### src/design/cpu8_consts.svh
`ifndef CPU8_CONSTS_SVH
`define CPU8_CONSTS_SVH

// ~~~~~~~~~~~~~~~~~~~~~~~~~~~~~~~~~~~~~~~~~~~~~~~~~~~~~~~~~~~~~~~~~~~~~~~~~~~~
// Fixed sizes of the 8-bit register machine
// ~~~~~~~~~~~~~~~~~~~~~~~~~~~~~~~~~~~~~~~~~~~~~~~~~~~~~~~~~~~~~~~~~~~~~~~~~~~~

// Datapath word width
`define CPU8_DATA_W 8

// Register file depth
`define CPU8_NREGS 16

// Register index width, log2 of the depth
`define CPU8_RIDX_W 4

`endif

### src/design/cpu8_pkg.sv
`default_nettype none

`include "cpu8_consts.svh"

package cpu8_pkg;

   // Datapath word and register index
   typedef logic [`CPU8_DATA_W-1:0] word_t;
   typedef logic [`CPU8_RIDX_W-1:0] ridx_t;

   // Instruction opcodes, as carried in the strobed word
   typedef enum logic [2:0] {
      OP_LDI = 3'd0,
      OP_MOV = 3'd1,
      OP_ADD = 3'd2,
      OP_SUB = 3'd3,
      OP_AND = 3'd4,
      OP_OR  = 3'd5,
      OP_XOR = 3'd6,
      OP_OUT = 3'd7
   } opcode_t;

   // 19-bit instruction word
   typedef struct packed {
      opcode_t opcode;
      ridx_t   rd;
      ridx_t   rs;
      word_t   imm;
   } instr_t;

   // ALU function select
   typedef enum logic [2:0] {
      ALU_PASS_B = 3'd0,
      ALU_ADD    = 3'd1,
      ALU_SUB    = 3'd2,
      ALU_AND    = 3'd3,
      ALU_OR     = 3'd4,
      ALU_XOR    = 3'd5
   } alu_op_t;

   // Decoded controls for one instruction
   typedef struct packed {
      alu_op_t alu_op;
      logic    use_imm;   // B operand from the immediate
      logic    reg_we;    // Write ALU result to rd
      logic    flag_we;   // Update zero and carry
   } ctrl_t;

   typedef struct packed {
      logic zero;
      logic carry;
   } flags_t;

   // OUT report
   typedef struct packed {
      word_t  data;
      flags_t flags;
   } result_t;

   // Reset and run phase of the control unit
   typedef enum logic {
      PH_RESET = 1'b0,
      PH_RUN   = 1'b1
   } phase_t;

endpackage

`default_nettype wire

### src/design/alu8.sv
`timescale 1ns/100ps
`default_nettype none

module alu8
   import cpu8_pkg::*;
(
   input  wire ctrl_t  ctrl,
   input  wire word_t  a,
   input  wire word_t  b,
   input  wire word_t  imm,
   output word_t       y,
   output flags_t      flags
);

   localparam int W = $bits(word_t);

   // Second operand after the immediate/register choice
   word_t        op_b;
   // Extended result, top bit is carry out or borrow
   logic [W:0]   sum;

   // ~~~~~~~~~~~~~~~~~~~~~~~~~~~~~~~~~~~~~~~~~~~~~~~~~~~~~~~~~~~~~~~~~~~~~~~~~
   // Two-way operand select as AND-OR gating
   // ~~~~~~~~~~~~~~~~~~~~~~~~~~~~~~~~~~~~~~~~~~~~~~~~~~~~~~~~~~~~~~~~~~~~~~~~~
   assign op_b = (imm & {W{ctrl.use_imm}}) | (b & {W{~ctrl.use_imm}});

   // ~~~~~~~~~~~~~~~~~~~~~~~~~~~~~~~~~~~~~~~~~~~~~~~~~~~~~~~~~~~~~~~~~~~~~~~~~
   // Function and flags
   // ~~~~~~~~~~~~~~~~~~~~~~~~~~~~~~~~~~~~~~~~~~~~~~~~~~~~~~~~~~~~~~~~~~~~~~~~~
   always_comb begin
      sum         = '0;
      y           = op_b;
      flags.carry = 1'b0;
      case (ctrl.alu_op)
         // LDI and MOV pass B through
         ALU_PASS_B: y = op_b;
         ALU_ADD: begin
            sum         = {1'b0, a} + {1'b0, op_b};
            y           = sum[W-1:0];
            flags.carry = sum[W];
         end
         ALU_SUB: begin
            // Wraps negative when op_b > a, top bit becomes the borrow
            sum         = {1'b0, a} - {1'b0, op_b};
            y           = sum[W-1:0];
            flags.carry = sum[W];
         end
         // Logic ops leave carry cleared
         ALU_AND: y = a & op_b;
         ALU_OR:  y = a | op_b;
         ALU_XOR: y = a ^ op_b;
         default: y = op_b;
      endcase
      // Zero flag tracks the 8-bit result for every function
      flags.zero = ~|y;
   end

endmodule

`default_nettype wire

### config.mk
export PLATFORM = sky130hd
export DESIGN_NAME = alu8
export DESIGN_NICKNAME = d
export VERILOG_FILES = /design/src/design/cpu8_pkg.sv /design/src/design/alu8.sv
export VERILOG_INCLUDE_DIRS = /design/src /design/src/design
export SDC_FILE = /design/constraint.sdc
export NUM_CORES = 1
export LEC_CHECK = 0
export BUFFER_PORTS_ARGS = -buffer_cell sky130_fd_sc_hd__buf_2
export CORE_MARGIN = 5
export CORE_UTILIZATION = 45
export DETAILED_ROUTE_END_ITERATION = 8
export PLACE_DENSITY_LB_ADDON = 0.05
export SLEW_MARGIN = 20
export SYNTH_ARGS = -nofsm -noshare
export SYNTH_HDL_FRONTEND = slang
export SYNTH_SLANG_ARGS = --single-unit
### constraint.sdc
create_clock -name vclk -period 7.8
set_input_delay 0.39 -clock vclk [all_inputs]
set_output_delay 0.39 -clock vclk [all_outputs]
set_load 0.02 [all_outputs]
# Word-level counts from Yosys, hierarchy flattened

Cells that the tools add are included.

Input bits: 30
Flip-flop bits (word level): 0
Output and inout bits: 10
Logic and storage cells: 18

Eq/ne operators: 5
Add/subtract/negate cells: 2
Reduce and logical (&&, ||, !) cells: 2
Bitwise operators: 7
Muxes and demuxes: 2

Operators with widths:

| operator                                                              | count |
|---|---|
| 8-bit case mux with 5 select lines                                    | 1 |
| 8-bit bitwise AND                                                     | 3 |
| 8-bit OR                                                              | 2 |
| 8-bit by 8-bit adder with 9-bit output                                | 1 |
| 8-bit by 8-bit subtractor with 9-bit output                           | 1 |
| 8-bit OR reduction                                                    | 1 |
| 8-bit XOR                                                             | 1 |
| 3-bit by 2-bit equality test with 1-bit output, second input constant | 2 |
| 3-bit equality test, second input constant                            | 2 |
| 3-bit by 1-bit equality test with 1-bit output, second input constant | 1 |
| 1-bit case mux with 2 select lines                                    | 1 |
| 1-bit logical NOT                                                     | 1 |
| 1-bit NOT                                                             | 1 |

# Logic depth before layout (Yosys ltp)

Gate-level depths: netlist of the first run.

Word-level depth: 7
Gate-level depth with buffers: 10
Depth with buffers taken out: 9

# Worst setup path before layout of the first run

OpenSTA, ideal clock, no wires.

Path kind: input port to output port
From: input port ctrl[2] in the netlist's numbering
To: output port flags[1] in the netlist's numbering
Path slack: 3.742 ns
Cell stages on the path: 10
Data required time: 7.410 ns
Buffers on the path: 1
Arrival: 3.668 ns
Cell sequence: clkbuf_1 mux2_2 ha_1 fa_1 o21bai_1 a211oi_2 o211a_1 or3b_2 o32a_1 a2111oi_2

RTL lines:

| item            | line       | text |
|---|---|---|
| start, declared | alu8.sv:7  | `input wire ctrl_t ctrl,` |
| end, declared   | alu8.sv:12 | `output flags_t flags` |

==> results of run 1 <==
per-stage QoR:
stage	std cells	cell area, µm²	util [%]
after floorplan	205	1420	-
after global placement	275	1610	53.3
after detailed placement	275	1610	53.3
after CTS	275	1610	53.3
after global routing	275	1610	53.3
final	275	1610	53.3
layout make-up:
class,instances,area share [%]
Inverter,28,6.52
Tap cell,44,3.41
Timing Repair Buffer,38,11.8
Multi-Input combinational cell,165,78.3
critical path, delay by kind of cell:
family | cells | cell delay (ps)
adder cells (fa/ha/maj) | 2 | 670
AND/OR/NAND/NOR | 1 | 450
multiplexers | 1 | 420
AO/OA/AOI/OAI | 5 | 1180
buffers and inverters | 2 | 470
power groups by stage:
stage / clock [mW] / combinational, mW / sequential, mW
after floorplan: 0 / 0.0906 / 0
after global placement: 0 / 0.121 / 0
after detailed placement: 0 / 0.122 / 0
after CTS: 0 / 0.123 / 0
after global routing: 0 / 0.138 / 0
final: 0 / 0.123 / 0
per-layer routing:
layer / GRT usage [%] / vias to the layer above
met1: 25.6 / 736
met4: 2.03 / 0
li1: - / 799
met3: 0.680 / 4
met2: 31.6 / 42
met5: 0 / -
layout by cell type (no fill, tap or decap), types with 2 or more instances in the layout:
cell type and n:
fa_1 2, nor2b_1 2, nand2_1 11, xor2_1 2, a32oi_1 3, o31ai_1 2, buf_2 38, mux2_2 3
o21ai_0 12, or3_1 3, a211oi_1 4, nand3_1 4, ha_1 25, o21bai_1 3, nand2b_1 4, nor2_1 11
a211o_1 3, inv_1 28, mux2i_1 7, a21oi_1 28, nor4_1 3, o221ai_1 3, and2_1 2, o211ai_1 2
logic make-up (layout without fill, tap and decap cells):
kind of cell | count (synthesis) | after routing | synth area share (%)
AO/OA/AOI/OAI | 76 | 76 | 36.4
AND/OR/NAND/NOR | 50 | 50 | 19.1
buffers and inverters | 40 | 66 | 11.0
adder cells (fa/ha/maj) | 27 | 27 | 24.9
multiplexers | 10 | 10 | 7.32
XOR/XNOR | 2 | 2 | 1.23
worst paths after layout:
kind / startpoint / to / slack (ps)
worst max-delay path: ctrl[2] / flags[1] / 3830
worst min-delay path: b[7] / flags[1] / 1310
==> flow_summary.ini, run 1 <==
[floorplan]
die_area_um2 = 4380
rows = 20
io_pins = 40
start_util_pct = 46.9
die_x_um = 66.2
coreArea_um2 = 3030
die-height_um = 66.2

[drt]
wl_met2_mm = 1.82
drc = 0
avgRoutedWirePerCell_um = 14.1
wl_mm = 3.88
drt_pre_antenna_iters = 4
top_layer = met4
routed_via_density = 5.75
drt_iter0_drc = 90
antenna_left = 0
met3_length_um = 209
wl_met1_mm = 1.80
vias = 1581

[placement]
dpl_worst_slack_ps = 3820
port_buffers = 38
dpl.hpwl_mm = 3.07
gp_congestion = 0.811

[timing]
setup_slack_ps = 3830
rsz0062_at_grt = no
worst_pin_slew_ps = 1070
period_share_pct = 50.9
final.min_clock_period_ps = 3970
tns_ps = 0
worst_hold_slack_ps = 1310
finalSetupViolations = 0
slew_viol_final = 0
slew_headroom_pct = 27.7
hold_viol = 0
fmax_mhz = 252

[pwr]
swShare_pct = 60.3
power.density_nw_per_um2 = 76.3
intPower_mw = 0.0489
p_leak_nw = 0.806
p_switching_mw = 0.0742
seqPwrFrac_pct = 0
p_clk_share_pct = 0
comb_power_share_pct = 100.0
power_mw = 0.123
ir_worst_vdd_uv = 31.6

[final_layout]
regArea_um2 = 0
seq_cell_count = 0
drive_gt1_share_pct = 20.3
antenna_cells = 0
area_delta_synth_final_pct = 13.7
nFillCells = 304
nets = 290
clock_buffers = 0
multi_input_area_um2 = 1260

[status]
outcome = complete, no violations

[synth]
syn_inst = 205
syn_area_per_cell_um2 = 6.92
netlist_area_um2 = 1420
synth_top_area_share_pct = 22.0
ys_warn_count = 0
postSynthNetCount = 262
yosysSeqAreaShare_pct = 0
synthTopCellsByCount = a21oi_1 (28), inv_1 (28), ha_1 (25)
yosysTopAreaCell = ha_1
yosysUniqueCellTypes = 52
synth.area.top_cells = ha_1 (22%), a21oi_1 (9.9%), inv_1 (7.4%)

[worst_setup_path]
required_ps = 7410
crit_top_cell = buf_2
critPathMaxStageDelay_ps = 450
cp_max_fo = 8
arrival_ps = 3580
critPathLaunchType = primary input
cp-end-kind = output port
cp_slowest_cell = or3b_2
cp_cell_sequence = buf_2 > mux2_2 > ha_1 > fa_1 > o21bai_1 > a211oi_2 > o211a_1 > or3b_2 > o32a_1 > a2111oi_2 > buf_2
critical_path_class = in2out

[clocking]
cts_setup_buffers = 0
post_cts_resized = 0
hold_buffers = 0

[global_route]
grt_max_degree = 32
grt_usage_pct = 18.3
grt_pass1_wl_mm = 6.62
antenna_found_initial = 0
first_global_vias = 1495
grt_overflow = 0

[min_path]
hold_depth = 5
min_path_type = in2out

[flow_run]
cap_violations = 0
(Power assumes the default switching activity.)
==> run 2, diff against run 1 <==
==> constraint.sdc (replaced) <==
create_clock -name vclk -period 3.55
set_input_delay 0.1775 -clock vclk [all_inputs]
set_output_delay 0.1775 -clock vclk [all_outputs]
set_load 0.02 [all_outputs]
==> flow_summary.ini, run 2 (synthesis results as in run 1) <==
[global_route]
grt_max_degree = 32
antenna_found_initial = 0
grt_pass1_wl_mm = 6.64
first_global_vias = 1480
grt_usage_pct = 18.5
grt_overflow = 0

[placement]
port_buffers = 38
dpl.hpwl_mm = 3.23
gp_congestion = 0.888
dpl_cell_area_um2 = 1670

[drt]
wl_mm = 4.02
drc = 0
drt_pre_antenna_iters = 4
drt_iter0_drc = 107
routed_via_density = 5.68
antenna_left = 0
avgRoutedWirePerCell_um = 14.3
vias = 1596

[floorplan]
coreArea_um2 = 3030
io_pins = 40
die_area_um2 = 4380
rows = 20
die-height_um = 66.2
die_x_um = 66.2
start_util_pct = 46.9

[final_layout]
layout_common_cells = buf_2 (38), inv_1 (28), a21oi_1 (28), ha_1 (25), o21ai_0 (12)
regArea_um2 = 0
seq_cell_count = 0
area_delta_synth_final_pct = 17.7
final_common_cell = buf_2
final_core_util_pct = 55.2
drive_gt1_share_pct = 22.4
clock_buffers = 0
nets = 296
final_area_um2 = 1670
antenna_cells = 0

[timing]
fmax_mhz = 296
hold_viol = 0
period_share_pct = 95.2
worst_hold_slack_ps = 911
finalSetupViolations = 0
worst_pin_slew_ps = 663
final.min_clock_period_ps = 3380
slew_headroom_pct = 55.2
slew_viol_final = 0
rsz0062_at_grt = no
tns_ps = 0

[pwr]
p_switching_mw = 0.168
p_leak_nw = 0.836
intPower_mw = 0.113
power_mw = 0.282
comb_power_share_pct = 100.0
seqPwrFrac_pct = 0
ir_worst_vdd_uv = 88.8
p_clk_share_pct = 0
power.density_nw_per_um2 = 169
swShare_pct = 59.8

[worst_setup_path]
crit_family = compound AO/OA/AOI/OAI gates
cp_cell_sequence = buf_2 > mux2_2 > ha_1 > fa_1 > o21bai_1 > a211oi_2 > o211a_1 > or3b_2 > o32a_1 > a2111oi_4 > buf_2
cp-end-kind = output port
critPathMaxStageDelay_ps = 460
critPathLaunchType = primary input
critical_path_class = in2out
crit_top_cell = buf_2
arrival_ps = 3200
cp_max_fo = 5
worst-path-buf-inv = 2
cp_slowest_cell = or3b_2
required_ps = 3370

[status]
outcome = complete, no violations

[flow_run]
cap_violations = 0

[clocking]
post_cts_resized = 0
hold_buffers = 0
cts_setup_buffers = 0

[min_path]
min_path_type = in2out
[run 2: cell types whose count changed in the layout (fill, tap and decap cells not counted)]
cell	delta
buf_4	+6
a2111oi_4	+1
a2111oi_2	-1
[run 2: layout make-up]
class,instances,area (µm²)
fill,318,1360
timing repair buffer,44,235
inverter,28,105
tap,44,55.1
multi-input combinational,165,1270
[run 2: layer usage]
| metal | share of wire (%) | global-route usage [%] | vias to the layer above |
|---|---|---|---|
| met4 | 0 | 0.761 | 0 |
| li1 | - | - | 816 |
| met2 | 48 | 32.8 | 55 |
| met5 | 0 | 0 | - |
| met1 | 46 | 25.6 | 725 |
| met3 | 5.7 | 1.19 | 0 |
[run 2: power by group through the flow]
stage	registers (mW)	clock network (mW)	logic (mW)
detailed placement	0	0	0.279
global route	0	0	0.314
global placement	0	0	0.274
floorplan	0	0	0.202
finish	0	0	0.282
CTS	0	0	0.280
[run 2: final timing paths]
path / startpoint / to / slack [ps] / cells past startpoint
worst max-delay path: ctrl[2] / flags[1] / 170 / 11
worst min-delay path: a[7] / flags[0] / 910 / 6
[run 2: metrics by stage]
stage               setup WS, ps  instances
finish                       169        281
global route                42.0        281
CTS                          180        281
detailed placement           191        281
global placement             251        281
floorplan                   56.9        205
[run 2: tightest hold or removal path, stage by stage]
cell     delay [ps]
buf_2           100
ha_1            140
nor2_1           40
o21ai_0          60
nand3_1          60
buf_2           160
