File: src/design/cpu8_consts.svh
`ifndef CPU8_CONSTS_SVH
`define CPU8_CONSTS_SVH

// ~~~~~~~~~~~~~~~~~~~~~~~~~~~~~~~~~~~~~~~~~~~~~~~~~~~~~~~~~~~~~~~~~~~~~~~~~~~~
// Fixed sizes of the 8-bit register machine
// ~~~~~~~~~~~~~~~~~~~~~~~~~~~~~~~~~~~~~~~~~~~~~~~~~~~~~~~~~~~~~~~~~~~~~~~~~~~~

// Datapath word width
`define CPU8_DATA_W 8

// Register file depth
`define CPU8_NREGS 16

// Register index width, log2 of the depth
`define CPU8_RIDX_W 4

`endif

File: src/design/cpu8_pkg.sv
`default_nettype none

`include "cpu8_consts.svh"

package cpu8_pkg;

   // Datapath word and register index
   typedef logic [`CPU8_DATA_W-1:0] word_t;
   typedef logic [`CPU8_RIDX_W-1:0] ridx_t;

   // Instruction opcodes, as carried in the strobed word
   typedef enum logic [2:0] {
      OP_LDI = 3'd0,
      OP_MOV = 3'd1,
      OP_ADD = 3'd2,
      OP_SUB = 3'd3,
      OP_AND = 3'd4,
      OP_OR  = 3'd5,
      OP_XOR = 3'd6,
      OP_OUT = 3'd7
   } opcode_t;

   // 19-bit instruction word
   typedef struct packed {
      opcode_t opcode;
      ridx_t   rd;
      ridx_t   rs;
      word_t   imm;
   } instr_t;

   // ALU function select
   typedef enum logic [2:0] {
      ALU_PASS_B = 3'd0,
      ALU_ADD    = 3'd1,
      ALU_SUB    = 3'd2,
      ALU_AND    = 3'd3,
      ALU_OR     = 3'd4,
      ALU_XOR    = 3'd5
   } alu_op_t;

   // Decoded controls for one instruction
   typedef struct packed {
      alu_op_t alu_op;
      logic    use_imm;   // B operand from the immediate
      logic    reg_we;    // Write ALU result to rd
      logic    flag_we;   // Update zero and carry
   } ctrl_t;

   typedef struct packed {
      logic zero;
      logic carry;
   } flags_t;

   // OUT report
   typedef struct packed {
      word_t  data;
      flags_t flags;
   } result_t;

   // Reset and run phase of the control unit
   typedef enum logic {
      PH_RESET = 1'b0,
      PH_RUN   = 1'b1
   } phase_t;

endpackage

`default_nettype wire

File: src/design/cpu8_ctrl.sv
`timescale 1ns/100ps
`default_nettype none

module cpu8_ctrl
   import cpu8_pkg::*;
(
   input  wire logic   clk,
   input  wire logic   reset,
   input  wire logic   instr_valid,
   input  wire instr_t instr,
   input  wire flags_t alu_flags,
   input  wire word_t  a_data,
   output ctrl_t       ctrl,
   output logic        out_valid,
   output result_t     out
);

   phase_t phase;
   // Stored zero and carry
   flags_t flags_q;
   // Strobe accepted only once running
   logic   strobe;
   logic   is_out;

   // ~~~~~~~~~~~~~~~~~~~~~~~~~~~~~~~~~~~~~~~~~~~~~~~~~~~~~~~~~~~~~~~~~~~~~~~~~
   // Phase FSM
   // ~~~~~~~~~~~~~~~~~~~~~~~~~~~~~~~~~~~~~~~~~~~~~~~~~~~~~~~~~~~~~~~~~~~~~~~~~
   always_ff @(posedge clk) begin
      if (reset) begin
         phase <= PH_RESET;
      end else begin
         // One cycle in PH_RESET after reset drops, then run for good
         phase <= PH_RUN;
      end
   end

   assign strobe = instr_valid && (phase == PH_RUN);
   assign is_out = strobe && (instr.opcode == OP_OUT);

   // ~~~~~~~~~~~~~~~~~~~~~~~~~~~~~~~~~~~~~~~~~~~~~~~~~~~~~~~~~~~~~~~~~~~~~~~~~
   // Opcode decode
   // ~~~~~~~~~~~~~~~~~~~~~~~~~~~~~~~~~~~~~~~~~~~~~~~~~~~~~~~~~~~~~~~~~~~~~~~~~
   always_comb begin
      ctrl = '{alu_op: ALU_PASS_B, use_imm: 1'b0, reg_we: 1'b0, flag_we: 1'b0};
      case (instr.opcode)
         OP_LDI: begin
            ctrl.use_imm = 1'b1;
            ctrl.reg_we  = strobe;
         end
         // Plain copy, flags untouched
         OP_MOV: ctrl.reg_we = strobe;
         OP_ADD: ctrl = '{alu_op: ALU_ADD, use_imm: 1'b0, reg_we: strobe, flag_we: strobe};
         OP_SUB: ctrl = '{alu_op: ALU_SUB, use_imm: 1'b0, reg_we: strobe, flag_we: strobe};
         OP_AND: ctrl = '{alu_op: ALU_AND, use_imm: 1'b0, reg_we: strobe, flag_we: strobe};
         OP_OR:  ctrl = '{alu_op: ALU_OR,  use_imm: 1'b0, reg_we: strobe, flag_we: strobe};
         OP_XOR: ctrl = '{alu_op: ALU_XOR, use_imm: 1'b0, reg_we: strobe, flag_we: strobe};
         // OUT reads rd only
         OP_OUT: ctrl.reg_we = 1'b0;
         default: ctrl.reg_we = 1'b0;
      endcase
   end

   // ~~~~~~~~~~~~~~~~~~~~~~~~~~~~~~~~~~~~~~~~~~~~~~~~~~~~~~~~~~~~~~~~~~~~~~~~~
   // Flags and OUT report
   // ~~~~~~~~~~~~~~~~~~~~~~~~~~~~~~~~~~~~~~~~~~~~~~~~~~~~~~~~~~~~~~~~~~~~~~~~~
   always_ff @(posedge clk) begin
      if (reset) begin
         flags_q   <= '0;
         out_valid <= 1'b0;
      end else begin
         if (ctrl.flag_we) begin
            flags_q <= alu_flags;
         end
         out_valid <= is_out;
      end
   end

   // Report payload, flags as they stood before this edge
   always_ff @(posedge clk) begin
      if (is_out) begin
         out <= '{data: a_data, flags: flags_q};
      end
   end

   // Every report traces back to a strobe one cycle earlier
   assert property (@(posedge clk) disable iff (reset)
                    out_valid |-> $past(instr_valid))
      else $error("cpu8_ctrl: out_valid without a preceding strobe");

   // A two-cycle report needs two consecutive strobes
   assert property (@(posedge clk) disable iff (reset)
                    (out_valid && $past(out_valid)) |->
                    ($past(instr_valid) && $past(instr_valid, 2)))
      else $error("cpu8_ctrl: out_valid held without back-to-back strobes");

endmodule

`default_nettype wire

File: config.mk
export PLATFORM = sky130hd
export DESIGN_NAME = cpu8_ctrl
export DESIGN_NICKNAME = d
export VERILOG_FILES = /design/src/design/cpu8_pkg.sv /design/src/design/cpu8_ctrl.sv
export VERILOG_INCLUDE_DIRS = /design/src /design/src/design
export SDC_FILE = /design/constraint.sdc
export NUM_CORES = 1
export LEC_CHECK = 0
export ABC_AREA = 1
export BUFFER_PORTS_ARGS = -buffer_cell sky130_fd_sc_hd__buf_2
export CAP_MARGIN = 30
export CORE_MARGIN = 3
export CORE_UTILIZATION = 36
export DETAILED_ROUTE_END_ITERATION = 7
export PLACE_DENSITY = 0.8
export SLEW_MARGIN = 10
export SYNTH_ARGS = -nofsm -noshare
export SYNTH_HDL_FRONTEND = slang
export SYNTH_SLANG_ARGS = --single-unit
File: constraint.sdc
create_clock -name clk -period 3.2 [get_ports clk]
set_clock_uncertainty 0.15 [all_clocks]
set_input_delay 0.32 -clock clk [delete_from_list [all_inputs] [get_ports clk]]
set_output_delay 0.32 -clock clk [all_outputs]
set_load 0.02 [all_outputs]
# Word level (Yosys, flattened, before mapping)
# Cells that the tools add are included.
dict set report word_totals {
  ff_bits 14
  in_bits 32
  out_inout_bits 17
  word_cells 24
}
dict set report op_classes {
  eq_ne 7
  mux 5
  reduce_logical 5
}
# cell count
set op_table {}
lappend op_table {{$pmux W3 S5} 1}
lappend op_table {{$eq A3 B3 Y1 const B} 4}
lappend op_table {{$reduce_or A7 Y1} 1}
lappend op_table {{$eq A3 B2 Y1 const B} 2}
lappend op_table {{$reduce_or A5 Y1} 1}
lappend op_table {{$eq A3 B1 Y1 const B} 1}
lappend op_table {{$logic_not A3 Y1} 1}
lappend op_table {{$mux W1} 3}
lappend op_table {{$logic_and A1 B1 Y1} 2}
lappend op_table {{$pmux W1 S2} 1}

# Longest topological paths before layout
# Gate-level depths: netlist (run 1).
dict set report logic_depth {
  word_depth 3
  ltp_mapped 6
  mapped_depth_nobuf 6
}

# Worst setup path before layout (run 1)
# No wires, ideal clock.
dict set report synth_path {
  path_kind {input to register}
  from {in instr[18] in the netlist's numbering}
  to {reg out[0] in the netlist's numbering (enable)}
  arrival_ns 0.928
  setup_slack_ns 1.746
  stages 2
  cell_sequence {nand3_1 -> nor2_1}
}
dict set report synth_via {
  elab_chain_cells 2
}
# element line_no
set synth_lines {}
lappend synth_lines {{start, declared} cpu8_ctrl.sv:10} ;# input wire instr_t instr,
lappend synth_lines {{$eq A3 B3 Y1} cpu8_ctrl.sv:38} ;# assign is_out = strobe && (instr.opcode == OP_OUT);
lappend synth_lines {{$logic_and A1 B1 Y1} cpu8_ctrl.sv:38}
lappend synth_lines {{via is_out} cpu8_ctrl.sv:23} ;# logic is_out;
lappend synth_lines {{end signal, assigned} cpu8_ctrl.sv:81} ;# out <= '{data: a_data, flags: flags_q};
lappend synth_lines {{end, declared} cpu8_ctrl.sv:15} ;# output result_t out
# The timed path passes the listed nets, and every way through them passes these cells.
# A chain may end at the register's enable or synchronous reset.

==> results, run 1 <==
- Grouping stages by cell kind, the critical path spends the most delay in buffers and inverters.
- In the final layout, the share of cells above drive strength 1 is 0.481.
- The critical path contains buffers and inverters numbering 3 combined.
- Of the available clock period, the critical path in the final layout requires 0.491.
- The count of antenna-violating nets left after detailed routing is 0.
- At the end of routability-driven placement, the weighted congestion stood at roughly 0.66.
- After clock tree synthesis, the clock-pin slew on the worst setup and hold paths is 0.07 ns.
- Setup violations remaining at the end of the flow were counted as 0.
- Entering global routing, the biggest net connects 11 pins.
- The cell type with the largest total area after synthesis is edfxtp_1.
- The first detailed-routing pass ran for 2 iterations.
- The maximum buffer depth of the clock tree is 2.
- The horizontal extent of the die is 43.7 µm.
- The share of the yosys chip area belonging to registers is 0.745.
- The first-pass GRT wire length is 1.59 mm.
- The critical path goes through nand2_1, inv_1, nand3_2, inv_1, buf_2.
- Counting flops and latches in the post-synthesis netlist gives 14.
- Wires add up to approximately 1.0 mm.
- The maximum net fanout on the critical path is 5.
- IR analysis of the VDD net gives a maximum drop of between 0.0002 and 0.00025 V.
- Buffers inserted during clock tree synthesis total 3.
- In this run the core area contains 12 standard-cell rows.
- The power per cell area is ~460 nW/µm².
- Summed over all failing endpoints, the final setup total negative slack is 0 ns.
- The insertion delay to the later sink of the worst-skew pair is 0.26 ns.
- At the worst endpoint, the required time is approximately 2.7 ns.
- The most common cell type on the critical path is inv_1.
- The final hold violation count is 0.
- The starting DRC count in detailed routing is 4.
- The transition time at the pin with the least slew margin is 0.759 ns.
- Timing would allow up to 636 MHz.
- Port buffering added 32 buffers.
- After legalization and detailed placement, the total HPWL measured ~900 µm.
- The startpoint kind of the worst setup timing path is a flip-flop.
- Summed over all nets, the switching power comes to just under 0.07 mW.
- The synthesized area per cell is 11.6 µm².
- Summed over all layers, the global routing overflow is 0.
- The remaining design rule violation count is 0.
- The cell-internal power is approximately 0.26 mW.
- The kind of critical path is reg2out.
- Using the TritonRoute via totals, the vias-per-cell ratio works out to 4.44.
- The initial utilization of the core area, before any placement, comes to 0.420.
- The total vias in the final route is between 400 and 500.
- The run finished with clean final reports.
- The headroom to the max-slew limit is 0.492.
- The number of nets in the synthesized netlist is 76.
- Across every metal layer, demand over resource in global routing totals 0.117.
- The final instance count without filler cells is 93.
- The number of antenna violations at the first check in global routing came to 0.
- The tightest min-delay check is of the in2reg type.
- In the synthesized netlist, the number of instances is 44.
- In this run the standard cell core region covers 1220 µm².
- The die covers about 1900 µm².
- The clock share of power is 0.272.
- Counting tap cells, the placed design contains a total of 90 instances.
- The share of synthesized area in the top cell type comes to 0.588.
- The final max-slew violation count was 0.
- The count of warnings emitted by yosys is 0.
- In this run the number of H-tree levels came out at 1.
- Of the total power, combinational logic draws 0.114.
- The cell sitting at the root of the clock tree is a clkbuf_4.
- In this run the post-CTS setup repair buffer count came out at 0.
- In this run, post-CTS hold repair placed 0 buffers.
- The worst-case register-to-register setup slack is 1.68 ns.
- Yosys attributes the largest share of cell area to edfxtp_1 (59%), dfxtp_1 (16%), nand2_1 (5.9%).
- For this run, the post-layout net count is 113.
- The die is 43.7 µm tall.
- The slowest stage cell on the critical path is dfxtp_1.
- TritonCTS built the clock tree.
- For this run, the slowest stage of the critical path takes around 0.31 ns.
- The arrival time of data at the critical path endpoint is 1.10 ns.
- Dividing the detail-routed wire length by the instance count gives 11.2 µm.
- The area growth from synthesis to layout is 39.2%.
- The number of max-cap violations is 0.
- The post-synthesis instance area is 510 µm².
- For this design, the sink count on the clock tree is 14.
- The number of global-route vias before repair is 386.
- Setup repair after global routing left no endpoint under its margin.
- The switching share of total power is 0.211.
- The leakage power figure is between 0.3 and 0.4 nW.
- STA classifies the critical path endpoint as an output pin.
- The count of distinct cell types in the synthesized netlist is 13.
- The I/O pin total is 49.
- After clock tree synthesis, the repair step resized 0 gates.
- The sequential share of power is 0.613.
- After layout, the minimum clock period comes to about 1.6 ns.
- The count of antenna diodes in the layout is 0.
power by group through the flow:
stage / sequential, mW / combinational [mW] / clock, mW
2_1_floorplan: 0.205 / 0.0175 / 0
3_3_place_gp: 0.203 / 0.0357 / 0
3_5_place_dp: 0.203 / 0.0374 / 0
4_1_cts: 0.199 / 0.0376 / 0.0916
5_1_grt: 0.200 / 0.0411 / 0.102
6_report: 0.199 / 0.0371 / 0.0884
layer usage:
layer,up-vias,global-route usage,part of all wire
met4,0,0.0723,0.013
met2,30,0.195,0.46
met1,170,0.128,0.37
met3,2,0.0373,0.15
li1,211,-,-
met5,-,0,0
final cells by class:
cell class	instances	area [µm²]
Timing Repair Buffer	32	160
Multi-Input combinational cell	22	100
Tap cell	14	17.5
Sequential cell	14	380
Clock buffer	3	22.5
Fill cell	111	505
Inverter	8	30.0
kinds of logic (layout without fill, tap and decap cells):
kind of cell / after synthesis / count (layout) / synth area share
simple gates: 20 / 20 / 0.176
flops: 14 / 14 / 0.745
buf+inv: 8 / 43 / 0.0588
compound gates: 2 / 2 / 0.0196
final timing paths:
check | end | cells past startpoint | start
worst min register to register | out[0] | 0 | flags_q[0]
worst max-delay path | ctrl[0] | 5 | phase
worst min-delay path | out[4] | 1 | a_data[2]
worst max register to register | out[5] | 2 | phase
cells in the final DEF (no fill, tap or decap):
cell,n
buf_2,32
edfxtp_1,10
nand2_1,8
inv_1,7
nor2_1,7
dfxtp_1,4
clkbuf_4,3
nand3_1,1
inv_2,1
nand2_2,1
nand3_2,1
a21oi_1,1
o21ai_0,1
nor3b_1,1
nor3_1,1
per-stage QoR:
step / total power, mW / instance area, µm² / hold WS, ns / utilization / setup slack, ns
after floorplan: 0.222 / 510 / 0.249 / - / 1.75
after global placement: 0.239 / 688 / 0.263 / 0.566 / 1.47
after detailed placement: 0.241 / 688 / 0.279 / 0.566 / 1.41
after CTS: 0.328 / 711 / 0.0748 / 0.584 / 1.62
after global routing: 0.343 / 711 / 0.0602 / 0.584 / 1.55
final: 0.325 / 711 / 0.0811 / 0.584 / 1.63
cells in the mapped netlist:
library cell   n
a21oi_1        1
nand2_2        1
o21ai_0        1
nor2_1         7
nor3b_1        1
inv_1          7
inv_2          1
nand3_2        1
dfxtp_1        4
nand2_1        8
nand3_1        1
edfxtp_1      10
nor3_1         1
state kept, by name, indices dropped and copies added, names as in the netlist:
register,flops
out_valid,1
out,10
phase,1
flags_q,2
Power figures use the tool's default switching activity.
==> run 2: changes to the inputs <==
CORE_UTILIZATION = 30   (was 36)
PLACE_DENSITY = 0.71   (was 0.8)
clock period = 1.37 ns   (was 3.2 ns; I/O delays follow)
==> results, run 2 (synthesis gave the netlist of run 1 again) <==
- The synthesis-to-finish area growth is 65.9%.
- The flow ran to the end, but the final reports show violations.
- The critical path starts at phase.
- The count of endpoints failing setup in the final report is 0.
- The routed design has 1.05 mm of wire.
- Detailed routing inserted a total of 465 vias.
- The hold path startpoint is instr_valid.
- The HPWL after detailed placement is 752 µm.
- The clock buffer count from CTS is 3.
- The number of max-cap violations is 0.
- Clock tree synthesis found a total of 14 sinks.
- The I/O pin total is 49.
- The design draws between 0.8 and 0.9 mW.
- The worst-case IR drop observed on VDD is 0.000413 V.
- The first global-routing pass estimated 1.64 mm of wire.
- In the finished design, the share of the clock period the worst path needs comes to 0.923.
- The startpoint of the worst register-to-register path is phase.
- The routed design could run at a clock period as short as 1.27 ns.
- The library cells used most frequently in the layout, excluding fill and tap cells, are buf_2 (31), dlygate4sd3_1 (11), edfxtp_1 (10).
- The core region is ~1600 µm².
- The number of placed instances, taps included, is 93.
- The number of antenna diodes in the final layout is 0.
- The total routing resource utilization after global routing is 0.106.
- Setup repair after global routing left no endpoint under its margin.
- The final weighted congestion in routability-driven placement is a little over 0.7.
- The cell sitting at the root of the clock tree is a clkbuf_4.
- After clock tree synthesis, the clock-pin slew on the worst setup and hold paths is roughly 0.070 ns.
- The total area of sequential cells is 380 µm².
- The fmax is between 700 and 800 MHz.
- The final hold violation count was 1.
- The final max-slew violation count is 0.
- The startpoint kind of the worst setup timing path is a flip-flop.
- STA classifies the critical path endpoint as an output pin.
- Data arrives at the worst endpoint at 0.98 ns.
- In this run the tightest slew margin relative to its limit is 0.885.
- The kind of critical path is reg2out.
- The number of filler cells placed in the layout is around 130.
- After detailed routing, the average wire length per cell comes to 9.61 µm.
- The number of nets at the end of the flow is 126.
- At the later pin of the worst-skew pair, clock insertion delay measures approximately 0.26 ns.
- The maximum net fanout on the critical path is 3.
- Summed over all failing endpoints, the final setup total negative slack is 0 ns.
- At the pin with the least slew margin, the transition time is 0.172 ns.
- The power per cell area is 945 nW/µm².
- In the final layout, the share of cells above drive strength 1 is 0.452.
- The most common library cell in the layout ignoring fill and taps is buf_2.
- The met3 wire length is 154 µm.
- The utilization after layout is 0.543.
- In the final layout, the multi-input gates occupy 103 µm².
- The flip-flop count of the largest register after layout is 10.
- In this run the horizontal extent of the chip is 47.3 µm.
- The mean number of vias per cell is 4.27.
- Port buffering added 32 buffers.
- The starting DRC count in detailed routing is 2.
- The detailed router put a total of just over 400 µm of wire on met1.
- The top routing layer in use is met3.
- Summed over all layers, the global routing overflow is 0.
- For this configuration, the core starts out at a cell density of 0.327.
- For this design, the CTS-stage hold fixing added 11 buffers.
- The overall die area is approximately 2200 µm².
- The height of the die is 47.3 µm.
- The number of global-route vias before repair is between 400 and 500.
- In the final layout, the registers with the most flip-flops are out: 10 flops, flags_q: 2 flops.
- The count of antenna-violating nets left after detailed routing is 0.
- The final instance count without filler cells is roughly 110.
- Summed over all nets, wire length on met2 after detailed routing comes to 480 µm.
- The number of antenna violations at the first check in global routing is 0.
- Final hold analysis gives a worst-case slack of -0.00253 ns.
- The checks that failed: hold timing.
- The largest net degree at the start of global routing is 11.
- The register with the most flip-flops in the final layout is out.
- In this run the deepest clock path goes through 2 buffers.
- The data required time at the worst endpoint is 1.08 ns.
- For this design the static power due to leakage is 0.419 nW.
- The number of H-tree levels is 1.
- Before antenna repair, the detailed router went through 4 iterations.
- In this run the worst hold path is classified as in2reg.
- The standard-cell row count is 14.
- The remaining design rule violation count is 0.
- TritonCTS built the clock tree.
-- run 2: cell types whose count changed in the layout (fill, tap and decap cells not counted), sizes merged --
cell and delta:
dlygate4sd3 +11, clkinv +1, buf +2
-- run 2: repair_timing --
action,in CTS,in global routing
setup endpoints to repair,1,2
hold endpoints to repair,12,1
setup buffers,1,0
pin swaps,1,0
resized for setup,1,2
-- run 2: power breakdown --
part | internal, mW | leakage (nW) | switching [mW] | total (mW)
clock network | 0.105 | 0.0154 | 0.115 | 0.220
logic | 0.0585 | 0.280 | 0.0565 | 0.115
registers | 0.462 | 0.124 | 0.00280 | 0.465
total | 0.626 | 0.419 | 0.174 | 0.800
-- run 2: cell type report --
class / instances / area share
clock buffers: 3 / 0.0266
clock inverters: 1 / 0.00443
inverters: 8 / 0.0355
multi-input cells: 22 / 0.121
flip-flops and latches: 14 / 0.449
well taps: 16 / 0.0236
repair buffers: 45 / 0.340
-- run 2: per-stage QoR --
stage	hold slack, ns	cell area (µm²)	setup WS [ns]
CTS	0.0000715	845	0.0507
floorplan	0.0663	510	0.0186
finish	-0.00253	847	0.105
detailed placement	0.170	698	0.192
global placement	0.164	698	0.195
global route	-0.00538	847	0.0183
-- run 2: worst max-delay path, stage by stage (launching register included) --
cell     delay, ns
dfxtp_1       0.33
nand2_2       0.06
inv_2         0.06
nand3_2       0.07
inv_1         0.06
buf_4         0.13
-- run 2: per-layer routing --
metal  track usage  vias to the layer above
met5             0                        -
met4        0.0663                        0
met3        0.0345                        0
met2         0.184                       33
met1         0.108                      194
li1              -                      238
-- run 2: final timing paths --
check,to,slack [ns],cells past startpoint
hold reg to reg,out[0],0.28,0
setup / recovery,ctrl[0],0.10,5
hold / removal,out_valid,-0.003,3
setup reg to reg,out[5],0.25,3
==> run 3: changes to the inputs <==
GPL_ROUTABILITY_DRIVEN = 1   (was unset)
clock period = 1.05 ns   (was 1.37 ns; I/O delays follow)
==> results, run 3 (synthesis gave the netlist of run 1 again) <==
- The flow ran to the end, but the final reports show violations.
- The final reports fail on setup timing.
- In this run, placement finished with an instance count of 95.
- For this run, design rule violations remaining after detail routing come to 0.
- The number of max-cap violations is 0.
- The number of antenna violations at the first check in global routing is 0.
- Entering global routing, the biggest net connects 11 pins.
- The arrival time of data at the critical path endpoint is between 0.9 and 1 ns.
- Row generation in the floorplan step produced 14 rows.
- In the finished design, the share of the clock period the worst path needs comes to 1.13.
- The final weighted congestion in routability-driven placement is just over 0.7.
- Counting both buffers and inverters, the worst setup path holds a total of 3.
- The most common library cell in the layout ignoring fill and taps is buf_2.
- The summed negative setup slack over all endpoints is -1.80 ns.
- In the post-route analysis, the smallest setup slack over all paths is -0.138 ns.
- The switching share of total power is 0.227.
- The starting DRC count in detailed routing is 4.
- The filler cells instantiated in the layout total between 100 and 150.
- The flip-flop count of the largest register after layout is 10.
- The delay contributed by the slowest stage of the critical path is roughly 0.34 ns.
- The clock net in this run drives a total of 14 sinks.
- STA puts the critical path data required time at 0.79 ns.
- The kind of critical path is reg2out.
- The critical path goes through nand2_4, inv_4, nand3_4, inv_2, buf_6.
- The count of antenna-violating nets left after detailed routing is 0.
- Counting I/O delays and the setup requirement, the final critical path takes 1.19 ns.
- The final layout contains routed wiring with a total length of 1.25 mm.
- The largest registers in the layout are out: 10 flops, flags_q: 2 flops.
- The headroom to the max-slew limit is 0.894.
- In this run, CTS created clock tree buffers numbering 3.
- The peak supply drop is about 0.00055 V.
- The final max-slew violation count is 0.
- Of the total power, combinational logic draws 0.180.
- For this run, the post-layout net count is 131.
- Setup violations remaining at the end of the flow were counted as 19.
- The maximum net fanout on the critical path is 2.
- The final hold violation count is 0.
- The horizontal extent of the die is approximately 47 µm.
- The sequential cells in the finished layout cover a total of 382 µm².
- The region available for standard cell placement spans 1560 µm².
- The I/O pin total is between 40 and 50.
- Internal power comes to 0.848 mW.
- The cell sitting at the root of the clock tree is a clkbuf_4.
- In this run the number of H-tree levels came out at 1.
- The top cell types in the final layout, fill and taps aside, are buf_2 (20), dlygate4sd3_1 (11), edfxtp_1 (10), buf_6 (10), buf_4 (8).
- The register bank with the most flops is out.
- The worst register-to-register path has a setup slack of -0.13 ns.
- Summing all multi-input logic gate instances after layout gives 143 µm².
- The TritonCTS clock tree is yes.
- Across every metal layer, demand over resource in global routing totals 0.110.
- At the pin with the least slew margin, the transition time is 0.159 ns.
- In the routed layout, each cell is associated on average with a via count of 4.24.
- Among cell families on the critical path, the largest total delay comes from flip-flops.
- The wire length per cell is 11.0 µm.
- The first global-routing pass estimated 1.68 mm of wire.
- Setup repair after global routing could not meet its margin everywhere.
- The floorplan step defined a die boundary enclosing approximately 2200 µm².
- The sequential share of power is 0.555.
- The type of the worst min-delay path is in2reg.
- Before antenna repair, the detailed router went through 4 iterations.
- For this configuration, the core starts out at a cell density of 0.327.
- Power spread over the standard cell area amounts to 1090 nW/µm².
- The total vias in the final route is 483.
- The count of antenna diodes in the layout is 0.
- The worst hold slack across all endpoints is 0.0768 ns.
- The utilization after layout is 0.645.
- The sum of overflow across all layers after global routing is 0.
- The analysis attributes to net switching a power of 0.249 mW.
- The startpoint kind of the worst setup timing path is a flip-flop.
- In this run the deepest clock path goes through 2 buffers.
- The element type at the critical path end is an output pin.
- The clock share of power is 0.265.
- Timing would allow up to between 800 and 900 MHz.
- The wire-length estimate of the detail-placed layout is 800 µm.
- The height of the die is roughly 47 µm.
- The number of buffers inserted by port buffering is 32.
- In this run the static leakage power is 0.469 nW.
- The largest individual stage delay along the critical path comes from the cell dfxtp_2.
- Relative to the synthesized area, the layout overhead comes to 97.1%.
- Power comes to 1.10 mW.
- The final instance count without filler cells is 114.
- The fraction of layout instances using a drive strength above 1 is 0.561.
- After clock tree synthesis, the clock-pin slew on the worst setup and hold paths is 0.08 ns.
- The number of global-route vias before repair came to between 400 and 500.
- The insertion delay to the later sink of the worst-skew pair is 0.27 ns.
-- run 3: final cells by class --
| type | instances | share of cell area |
|---|---|---|
| sequential | 14 | 0.379 |
| multi-input combinational | 22 | 0.142 |
| timing repair buffer | 50 | 0.400 |
| clock buffer | 3 | 0.0224 |
| tap | 16 | 0.0199 |
| inverter | 8 | 0.0323 |
| clock inverter | 1 | 0.00373 |
-- run 3: layer usage --
layer	share of wire	global-route usage	routed length (µm)	vias up
met5	0	0	0	-
met4	0	0.0663	0	0
met3	0.12	0.0421	155	0
met2	0.51	0.184	635	31
met1	0.37	0.114	463	201
li1	-	-	-	251
-- run 3: timing repair --
item | CTS | global route
cloned | 0 | 0
buffers inserted | 2 | 2
hold endpoints to repair | 12 | 0
hold buffers | 11 | 0
resized for setup | 13 | 22
pin swaps | 2 | 3
setup endpoints to repair | 23 | 27
-- run 3: worst register-to-register path, cell delays in order, from the launching register on --
cell and delay, ns:
dfxtp_2 0.34, nand2_4 0.05, buf_4 0.14, nor2_4 0.09
buf_12 0.13
-- run 3: final timing paths --
path	from	to	cells after the start
worst max-delay path	phase	ctrl[0]	5
worst min-delay path	instr_valid	out_valid	4
worst max register to register	phase	out[4]	4
worst min register to register	flags_q[0]	out[0]	0
-- run 3: metrics by stage --
stage | setup WS, ns | area, µm²
global placement | -0.0812 | 723
detailed placement | -0.116 | 723
CTS | -0.185 | 925
floorplan | 0.00860 | 520
global route | -0.193 | 1010
finish | -0.138 | 1010
-- run 3: power groups by stage --
stage / Combinational [mW] / Sequential (mW) / Clock (mW)
finish: 0.197 / 0.608 / 0.291
global route: 0.216 / 0.610 / 0.322
CTS: 0.176 / 0.608 / 0.309
detailed placement: 0.125 / 0.619 / 0
global placement: 0.121 / 0.619 / 0
floorplan: 0.0559 / 0.625 / 0
